`src/rtl/dist_pkg.sv`:
```
package dist_pkg;

	////////////////////////////////////////
	// tree sizes
	////////////////////////////////////////

	// width of one payload word
	localparam int DATA_WIDTH = 32;

	// root to leaf depth, one pipeline stage per level
	localparam int NUM_LEVELS = 3;

	// a full binary tree doubles per level
	localparam int NUM_LEAVES = 1 << NUM_LEVELS;

	// one switch per inner node
	localparam int NUM_SWITCHES = NUM_LEAVES - 1;

	// bits per switch command
	localparam int CMD_WIDTH = 2;

	// full command word, root in the lowest bits
	localparam int CFG_WIDTH = NUM_SWITCHES * CMD_WIDTH;

	////////////////////////////////////////
	// switch commands
	////////////////////////////////////////

	// bit 0 selects the low branch, bit 1 the high branch
	typedef enum logic [CMD_WIDTH-1:0]
	{
		CMD_NONE = 2'b00,
		CMD_LOW  = 2'b01,
		CMD_HIGH = 2'b10,
		CMD_DUP  = 2'b11
	} switch_cmd_e;

	////////////////////////////////////////
	// apb register map
	////////////////////////////////////////

	localparam int APB_ADDR_WIDTH = 4;

	// command word, 14 bits used
	localparam logic [APB_ADDR_WIDTH-1:0] ADDR_CMD = 4'h0;
	// control, bit 0 is the global enable
	localparam logic [APB_ADDR_WIDTH-1:0] ADDR_CTRL = 4'h4;

endpackage

```
`src/rtl/dist_cfg_apb.sv`:
```
`timescale 1ns/100ps

module dist_cfg_apb
(
	input  logic i_clk,
	input  logic i_rst_n,

	// apb3 slave
	input  logic                                i_psel,
	input  logic                                i_penable,
	input  logic                                i_pwrite,
	input  logic [dist_pkg::APB_ADDR_WIDTH-1:0] i_paddr,
	input  logic [31:0]                         i_pwdata,
	output logic [31:0]                         o_prdata,
	output logic                                o_pready,
	output logic                                o_pslverr,

	// live configuration to the tree
	output logic [dist_pkg::CFG_WIDTH-1:0]      o_cfg,
	output logic                                o_en
);

	////////////////////////////////////////
	// address decode
	////////////////////////////////////////

	logic access;
	logic hit_cmd;
	logic hit_ctrl;
	logic mapped;

	// second phase of a transfer
	assign access = i_psel & i_penable;

	// register hits, full address compare
	assign hit_cmd  = (i_paddr == dist_pkg::ADDR_CMD);
	assign hit_ctrl = (i_paddr == dist_pkg::ADDR_CTRL);
	assign mapped   = hit_cmd | hit_ctrl;

	////////////////////////////////////////
	// registers
	////////////////////////////////////////

	logic wr_cmd;
	logic wr_ctrl;

	// writes land at the end of the access phase
	assign wr_cmd  = access & i_pwrite & hit_cmd;
	assign wr_ctrl = access & i_pwrite & hit_ctrl;

	// command word, all switches off after reset
	always_ff @(posedge i_clk or negedge i_rst_n)
	begin
		if (!i_rst_n)
		begin
			o_cfg <= '0;
		end
		else if (wr_cmd)
		begin
			// upper bits of the bus dropped
			o_cfg <= i_pwdata[dist_pkg::CFG_WIDTH-1:0];
		end
	end

	// global enable
	always_ff @(posedge i_clk or negedge i_rst_n)
	begin
		if (!i_rst_n)
		begin
			o_en <= 1'b0;
		end
		else if (wr_ctrl)
		begin
			o_en <= i_pwdata[0];
		end
	end

	////////////////////////////////////////
	// read path and response
	////////////////////////////////////////

	// read mux, zero extended, unmapped reads zero
	always_comb
	begin
		o_prdata = '0;
		if (hit_cmd)
		begin
			o_prdata[dist_pkg::CFG_WIDTH-1:0] = o_cfg;
		end
		else if (hit_ctrl)
		begin
			o_prdata[0] = o_en;
		end
	end

	// no wait states
	assign o_pready = 1'b1;

	// error only in the access phase of an unmapped address
	assign o_pslverr = access & ~mapped;

endmodule

```
`src/rtl/dist_switch_1x2.sv`:
```
`timescale 1ns/100ps

module dist_switch_1x2
(
	// incoming word from the parent node
	input  logic                                     i_valid,
	input  logic [dist_pkg::DATA_WIDTH-1:0]          i_data,
	// routing command for this node
	input  dist_pkg::switch_cmd_e                    i_cmd,
	// index 0 is the low branch, index 1 the high branch
	output logic [1:0]                               o_valid,
	output logic [1:0][dist_pkg::DATA_WIDTH-1:0]     o_data
);

	////////////////////////////////////////
	// branch select
	////////////////////////////////////////

	always_comb
	begin
		// default is no branch, zero payload
		o_valid = 2'b00;
		o_data  = '0;

		// nothing leaves an idle switch
		if (i_valid)
		begin
			case (i_cmd)
				dist_pkg::CMD_NONE:
				begin
					// word dropped here
					o_valid = 2'b00;
				end
				dist_pkg::CMD_LOW:
				begin
					// low branch only
					o_valid   = 2'b01;
					o_data[0] = i_data;
				end
				dist_pkg::CMD_HIGH:
				begin
					// high branch only
					o_valid   = 2'b10;
					o_data[1] = i_data;
				end
				dist_pkg::CMD_DUP:
				begin
					// copy to both children
					o_valid   = 2'b11;
					o_data[0] = i_data;
					o_data[1] = i_data;
				end
				default:
				begin
					// unknown command acts as none
					o_valid = 2'b00;
				end
			endcase
		end
	end

endmodule

```
`src/rtl/dist_tree_level.sv`:
```
`timescale 1ns/100ps

module dist_tree_level
#(
	// 0 is the root level
	parameter int LEVEL = 0
)
(
	input  logic i_clk,
	input  logic i_rst_n,

	// one word per switch of this level
	input  logic [(1<<LEVEL)-1:0]                               i_valid,
	input  logic [(1<<LEVEL)-1:0][dist_pkg::DATA_WIDTH-1:0]     i_data,
	// command bits for this level and all deeper ones
	input  logic [dist_pkg::CMD_WIDTH*((1<<dist_pkg::NUM_LEVELS)-(1<<LEVEL))-1:0] i_cfg,

	// two outputs per switch, registered
	output logic [(1<<(LEVEL+1))-1:0]                           o_valid,
	output logic [(1<<(LEVEL+1))-1:0][dist_pkg::DATA_WIDTH-1:0] o_data,
	// deeper command bits, at least 1 bit wide
	output logic [((LEVEL+1 < dist_pkg::NUM_LEVELS) ?
		dist_pkg::CMD_WIDTH*((1<<dist_pkg::NUM_LEVELS)-(1<<(LEVEL+1))) : 1)-1:0] o_cfg
);

	// switches in this level
	localparam int NUM_SW = 1 << LEVEL;
	// command bits owned by this level
	localparam int CFG_OWN_W = dist_pkg::CMD_WIDTH * NUM_SW;
	// command bits handed down, zero at the last level
	localparam int CFG_REM_W = dist_pkg::CMD_WIDTH * ((1 << dist_pkg::NUM_LEVELS) - (1 << LEVEL))
		- CFG_OWN_W;

	////////////////////////////////////////
	// switches
	////////////////////////////////////////

	dist_pkg::switch_cmd_e                        sw_cmd [NUM_SW];
	logic [2*NUM_SW-1:0]                          sw_valid;
	logic [2*NUM_SW-1:0][dist_pkg::DATA_WIDTH-1:0] sw_data;

	for (genvar j = 0; j < NUM_SW; j++)
	begin : g_sw
		// switch j owns the j-th slice from the low end
		assign sw_cmd[j] = dist_pkg::switch_cmd_e'(
			i_cfg[j*dist_pkg::CMD_WIDTH +: dist_pkg::CMD_WIDTH]);

		// switch j feeds outputs 2j and 2j+1
		dist_switch_1x2 sw_i
		(
			.i_valid (i_valid[j]),
			.i_data  (i_data[j]),
			.i_cmd   (sw_cmd[j]),
			.o_valid (sw_valid[2*j +: 2]),
			.o_data  (sw_data[2*j +: 2])
		);
	end

	////////////////////////////////////////
	// stage registers
	////////////////////////////////////////

	always_ff @(posedge i_clk or negedge i_rst_n)
	begin
		if (!i_rst_n)
		begin
			o_valid <= '0;
			o_data  <= '0;
		end
		else
		begin
			o_valid <= sw_valid;
			// invalid outputs always carry zero
			for (int k = 0; k < 2*NUM_SW; k++)
			begin
				o_data[k] <= sw_valid[k] ? sw_data[k] : '0;
			end
		end
	end

	// remaining commands travel with the data
	if (CFG_REM_W > 0)
	begin : g_cfg
		always_ff @(posedge i_clk or negedge i_rst_n)
		begin
			if (!i_rst_n)
				o_cfg <= '0;
			else
				o_cfg <= i_cfg[CFG_OWN_W +: CFG_REM_W];
		end
	end
	else
	begin : g_no_cfg
		// last level, nothing left to forward
		assign o_cfg = '0;
	end

endmodule

```
`src/rtl/dist_tree_top.sv`:
```
`timescale 1ns/100ps

module dist_tree_top
(
	input  logic i_clk,
	input  logic i_rst_n,

	// apb configuration port
	input  logic                                i_psel,
	input  logic                                i_penable,
	input  logic                                i_pwrite,
	input  logic [dist_pkg::APB_ADDR_WIDTH-1:0] i_paddr,
	input  logic [31:0]                         i_pwdata,
	output logic [31:0]                         o_prdata,
	output logic                                o_pready,
	output logic                                o_pslverr,

	// root input, one word per cycle
	input  logic                                i_valid,
	input  logic [dist_pkg::DATA_WIDTH-1:0]     i_data,

	// leaves, three cycles after entry
	output logic [dist_pkg::NUM_LEAVES-1:0]                           o_leaf_valid,
	output logic [dist_pkg::NUM_LEAVES-1:0][dist_pkg::DATA_WIDTH-1:0] o_leaf_data
);

	////////////////////////////////////////
	// configuration
	////////////////////////////////////////

	logic [dist_pkg::CFG_WIDTH-1:0] cfg;
	logic                           en;

	dist_cfg_apb cfg_i
	(
		.i_clk     (i_clk),
		.i_rst_n   (i_rst_n),
		.i_psel    (i_psel),
		.i_penable (i_penable),
		.i_pwrite  (i_pwrite),
		.i_paddr   (i_paddr),
		.i_pwdata  (i_pwdata),
		.o_prdata  (o_prdata),
		.o_pready  (o_pready),
		.o_pslverr (o_pslverr),
		.o_cfg     (cfg),
		.o_en      (en)
	);

	////////////////////////////////////////
	// tree
	////////////////////////////////////////

	// input dropped while disabled
	logic root_valid;
	assign root_valid = i_valid & en;

	// level 0 to level 1, root command consumed
	logic [1:0]                                        l1_valid;
	logic [1:0][dist_pkg::DATA_WIDTH-1:0]              l1_data;
	logic [dist_pkg::CFG_WIDTH-dist_pkg::CMD_WIDTH-1:0] l1_cfg;

	// level 1 to level 2, only the leaf switch commands left
	logic [3:0]                                          l2_valid;
	logic [3:0][dist_pkg::DATA_WIDTH-1:0]                l2_data;
	logic [dist_pkg::CFG_WIDTH-3*dist_pkg::CMD_WIDTH-1:0] l2_cfg;

	// live command word is captured with the word at entry
	dist_tree_level #(.LEVEL(0)) lvl0_i
	(
		.i_clk   (i_clk),
		.i_rst_n (i_rst_n),
		.i_valid (root_valid),
		.i_data  (i_data),
		.i_cfg   (cfg),
		.o_valid (l1_valid),
		.o_data  (l1_data),
		.o_cfg   (l1_cfg)
	);

	dist_tree_level #(.LEVEL(1)) lvl1_i
	(
		.i_clk   (i_clk),
		.i_rst_n (i_rst_n),
		.i_valid (l1_valid),
		.i_data  (l1_data),
		.i_cfg   (l1_cfg),
		.o_valid (l2_valid),
		.o_data  (l2_data),
		.o_cfg   (l2_cfg)
	);

	// last level, no command bits left to forward
	dist_tree_level #(.LEVEL(2)) lvl2_i
	(
		.i_clk   (i_clk),
		.i_rst_n (i_rst_n),
		.i_valid (l2_valid),
		.i_data  (l2_data),
		.i_cfg   (l2_cfg),
		.o_valid (o_leaf_valid),
		.o_data  (o_leaf_data),
		.o_cfg   ()
	);

endmodule

```
`config.mk`:
```
export PLATFORM = sky130hd
export DESIGN_NAME = dist_tree_top
export DESIGN_NICKNAME = d
export VERILOG_FILES = /design/src/rtl/dist_pkg.sv /design/src/rtl/dist_cfg_apb.sv /design/src/rtl/dist_switch_1x2.sv /design/src/rtl/dist_tree_level.sv /design/src/rtl/dist_tree_top.sv
export SDC_FILE = /design/constraint.sdc
export NUM_CORES = 1
export LEC_CHECK = 0
export BUFFER_PORTS_ARGS = -buffer_cell sky130_fd_sc_hd__buf_2
export CAP_MARGIN = 5
export CORE_MARGIN = 2
export CORE_UTILIZATION = 53
export CTS_CLUSTER_DIAMETER = 150
export DETAILED_ROUTE_END_ITERATION = 16
export PLACE_DENSITY = 0.79
export SYNTH_ARGS = -nofsm -noshare
export SYNTH_HDL_FRONTEND = slang
export SYNTH_SLANG_ARGS = --single-unit
```
`constraint.sdc`:
```
create_clock -name i_clk -period 1.2 [get_ports i_clk]
set_input_delay 0.18 -clock i_clk [delete_from_list [all_inputs] [get_ports i_clk]]
set_output_delay 0.18 -clock i_clk [all_outputs]
set_load 0.02 [all_outputs]
```
# == After elaboration in Yosys (flattened, before gate mapping) ==
# Index checks and enable logic that the tools add are counted.
# word_totals
register_bits,497
in_bits,74
elab_cells,125
output_inout_bits,298
# classes
mux,52
n_eq_ne,22
bitwise_logic,8
reduce_logical,22
# ops
cell,count
32-bit two-way mux,28
64-bit two-way mux,7
2-bit case mux with 4 select lines,7
"2-bit equality test, second input constant",14
2-bit OR reduction,14
"2-bit by 1-bit equality test with 1-bit output, second input constant",7
2-bit logical NOT,7
2-bit two-way mux,7
13-bit two-way mux,1
1-bit bitwise AND,6
"4-bit by 3-bit equality test with 1-bit output, second input constant",1
4-bit logical NOT,1
1-bit two-way mux,2
1-bit inverter,1
1-bit bitwise OR,1

# == Longest topological paths before layout ==
# logic_depth
ltp_word,5
mapped_depth,5

# == By module ==
# Synthesis repeated with hierarchy kept, for this count alone.
# unflattened
hier_cells,1602
hier_area_um2,20073.0
# modules_own_cells
module,seq_area_each_um2,instances,cells_each,area_each_um2
dist_tree_level at lvl2_i,6606.3,1,546,8565.7
dist_tree_level at lvl1_i,3503.4,1,280,4426.7
dist_switch_1x2,0.0,7,79,531.8
dist_tree_level at lvl0_i,1951.9,1,148,2429.8
dist_cfg_apb,375.4,1,74,922.1
dist_tree_top,0.0,1,1,6.3

# == Worst setup path before layout ==
# Ideal clock, no wire load.
# synth_timing
path_kind,input-to-reg
startpoint,input i_paddr[1] (netlist bit)
endpoint,register cfg_i.o_cfg[10] (netlist bit)
setup_slack_ns,-0.170
setup_ns,0.125
stages,5
t_arrival_ns,1.245
path_cell_list,nor4_4 > and4_1 > buf_6 > buf_12 > mux2_4
# synth_via
elab_chain_cells,2
# synth_rtl
element,line_no,rtl
"start, declared",dist_tree_top.sv:12,"input logic [dist_pkg::APB_ADDR_WIDTH-1:0] i_paddr,"
4-bit logical NOT,dist_cfg_apb.sv:36,assign hit_cmd = (i_paddr == dist_pkg::ADDR_CMD);
1-bit bitwise AND,dist_cfg_apb.sv:48,assign wr_cmd = access & i_pwrite & hit_cmd;
"end signal, assigned",dist_cfg_apb.sv:61,o_cfg <= i_pwdata[dist_pkg::CFG_WIDTH-1:0];
"end, declared",dist_cfg_apb.sv:19,"output logic [dist_pkg::CFG_WIDTH-1:0] o_cfg,"
# Every way passes these cells.
# A chain may end at the register's enable or synchronous reset.

# == Final worst setup path ==
# layout_timing
startpoint,register cfg_i.o_cfg[0] (netlist bit)
endpoint,output o_prdata[0]
# layout_via
elab_chain_cells,1
# layout_rtl
element,line_no,rtl
1-bit two-way mux,dist_cfg_apb.sv:86,if (hit_cmd)
"end, declared",dist_tree_top.sv:14,"output logic [31:0] o_prdata,"
# Every way passes these cells.

==> metrics.cfg <==
[worst_setup_path]
cp-end-kind = output port
r2r_end = lvl0_i.o_data[7]
path_cells = mux2i_1 > nor4_2 > buf_4
critPathKind = flip-flop to output port
critPathTopFamily = flip-flops
crit_path_top_delay_cell = dfrtp_1
critPathMaxStageDelay_ns = 0.38
worstSetupStartpointType = flip-flop
cp.buffers_inverters = 1
worst-r2r-setup-slack_ns = -0.07
critPathRequiredTime_ns = 1.02
worstRegToRegCells = 4
critPathMaxFanout = 3
cp.arrival_ns = 1.35
r2r_start = cfg_i.o_en

[floorplan]
row_count = 63
die_height_um = 179
die_w_um = 179
ios = 372
start_util_pct = 54.2
dieArea_mm2 = 0.0320
core_mm2 = 0.0299

[power]
clkPwrFrac_pct = 44.7
combPwrFrac_pct = 5.1
p_int_mw = 26.5
swShare_pct = 21.9
switchingPower_mw = 7.45
seqPwrFrac_pct = 50.2
power_density_mw_per_mm2 = 1500
leakage_nw = 13.0
design_power_total_mw = 34.0
vdd_drop_max_mv = 1.06

[yosys]
synth_edf_count = 0
netlist.area_leader.share_pct = 76.8
yosys.area.top_type = dfrtp_1
synth-seq-cells = 497
synth_async_sr_flop_share_pct = 100
synth_common_cells = dfrtp_1 (497), and3_1 (386), and2_1 (86)
ys_types = 17
yosysMostFrequentCell = dfrtp_1
netlist_instances = 1102
synth_flop_cell = dfrtp_1
synth_area_per_cell_um2 = 14.7
synthTopCellsByArea = dfrtp_1 (77%), and3_1 (15%), and2_1 (3.3%), clkbuf_1 (2.0%), mux2_4 (0.93%)
synth-seq-area-share_pct = 76.8
yosys_warnings = 0
netlist_area_mm2 = 0.0162

[timing]
setup-violations-final = 329
fmax_mhz = 653
min_period_over_period_pct = 128
setup_tns_ns = -14.41
slew_headroom_pct = 64.7
rsz0062_at_grt = true
hold-worst-slack_ns = 0.102
worstMarginPinSlew_ns = 0.529
hold_viol_final = 0
fin_worst_skew_ns = 0.0193
slew_violations = 0
fin_crit_ns = 1.53
fin_ws_ns = -0.330

[routing]
antenna_left = 0
route.detailed.drc = 0
drt_wl_total_mm = 43.8
vias = 10400
drt_iter0_markers = 692
vias_per_cell = 5.37
first_pass_iters = 5
post_drt_wl_per_cell_um = 22.6

[global_routing]
grt_first_pass_wirelength_mm = 65.1
grt_max_degree = 76
antenna_found_initial = 5
grt_pass1_vias = 11200
grt_remaining_overflow = 0
grt_usage_pct = 27.3

[cells_and_area]
syn_to_final_growth_pct = 39.8
nets = 1586
layout-drive-gt1-share_pct = 33.6

[place]
io_buffers = 334
gp_congestion = 0.783
hpwl_mm = 25.0

[status]
violations = negative setup slack
outcome = finished, violations left

[clock_tree]
cts-buffers-inserted = 48
clk_latency_ns = 0.55
cts_max_level = 2
path_clk_slew_ns = 0.07
cts_tree = done
root_buffer = clkbuf_16
clock_sinks = 497
clock_path_buffers = 3

[job]
drv_cap = 0

[min_path]
hold_class = primary input to asynchronous set/reset pin

[worst register-to-register path, stage by stage, from the launching register on]
cell,delay (ns)
dfrtp_1,0.38
buf_4,0.15
and3_2,0.27
clkbuf_16,0.20
and2_1,0.16
[logic make-up after synthesis]
group                  after synthesis  synth area share (%)
other                                2                0.0464
DFF                                497                  76.8
buffers and inverters              106                  3.05
and+or+nand+nor                    480                  18.7
AOI/OAI and AO/OA                    1                0.0696
muxes                               16                  1.34
[cells in the final DEF, fill, tap and decap left out, types with 18 or more instances in the layout]
master,Yosys,layout
and2_1,86,68
conb_1,2,19
dfrtp_1,497,496
buf_2,0,54
buf_12,1,18
buf_4,19,47
and3_1,386,384
dlygate4sd3_1,0,47
clkbuf_16,0,54
and2_4,0,21
buf_6,1,277
[flip-flops by register name, indices dropped and copies added, names as in the netlist]
signal / count
lvl2_i.o_valid: 8
lvl1_i.o_cfg: 8
lvl0_i.o_cfg: 12
lvl1_i.o_valid: 4
lvl0_i.o_valid: 2
cfg_i.o_cfg: 14
lvl0_i.o_data: 64
lvl1_i.o_data: 128
cfg_i.o_en: 1
lvl2_i.o_data: 256
[how the worst max path moves through the flow]
stage / startpoint / endpoint / slack [ns] / cells past startpoint
after floorplan: i_paddr[1] / cfg_i.o_cfg[10] / -0.17 / 5
after global placement: i_paddr[1] / cfg_i.o_cfg[2] / -0.25 / 5
after detailed placement: i_paddr[0] / cfg_i.o_cfg[1] / -0.30 / 5
after CTS: cfg_i.o_cfg[0] / o_prdata[0] / -0.34 / 3
after global routing: cfg_i.o_cfg[0] / o_prdata[0] / -0.37 / 3
final: cfg_i.o_cfg[0] / o_prdata[0] / -0.33 / 3
[area by class of cell]
type                       count  area (µm²)
clock buffer                  70        1450
clock inverter                13         158
timing repair buffer         449        4700
multi-input combinational    516        3390
antenna                        3        7.51
sequential                   497       12400
tap                          390         488
fill                        1608        7240
[power groups by stage]
stage	registers (mW)	clock network [mW]	logic, mW
after floorplan	17.3	0	0.533
after global placement	17.4	0	1.38
after detailed placement	17.4	0	1.42
after CTS	17.1	15.2	1.64
after global routing	17.1	16.1	1.88
final	17.1	15.2	1.74
[layer usage]
metal  GRT usage [%]  vias up  routed length, µm
met2            50.2      427              23600
met1            32.2     5397              16300
li1                -     4489                  -
met4            7.99        4               1160
met3            5.96       88               2670
met5               0        -                 27
[metrics by stage]
step | util, % | area [µm²] | setup WS (ns) | std cells
final | 75.8 | 22600 | -0.330 | 1938
after global routing | 75.8 | 22600 | -0.371 | 1938
after CTS | 75.2 | 22500 | -0.338 | 1926
after detailed placement | 62.1 | 18500 | -0.302 | 1787
after global placement | 62.1 | 18500 | -0.255 | 1787
after floorplan | - | 16300 | -0.165 | 1119
[repair_timing]
action,4_1_cts,5_1_grt
endpoints found under the setup margin,279,327
cloned,0,5
resized for setup,569,13
buffers inserted,9,4
hold buffers,47,0
hold endpoints to repair,576,0
No activity file was read; power rests on OpenSTA's default activity.
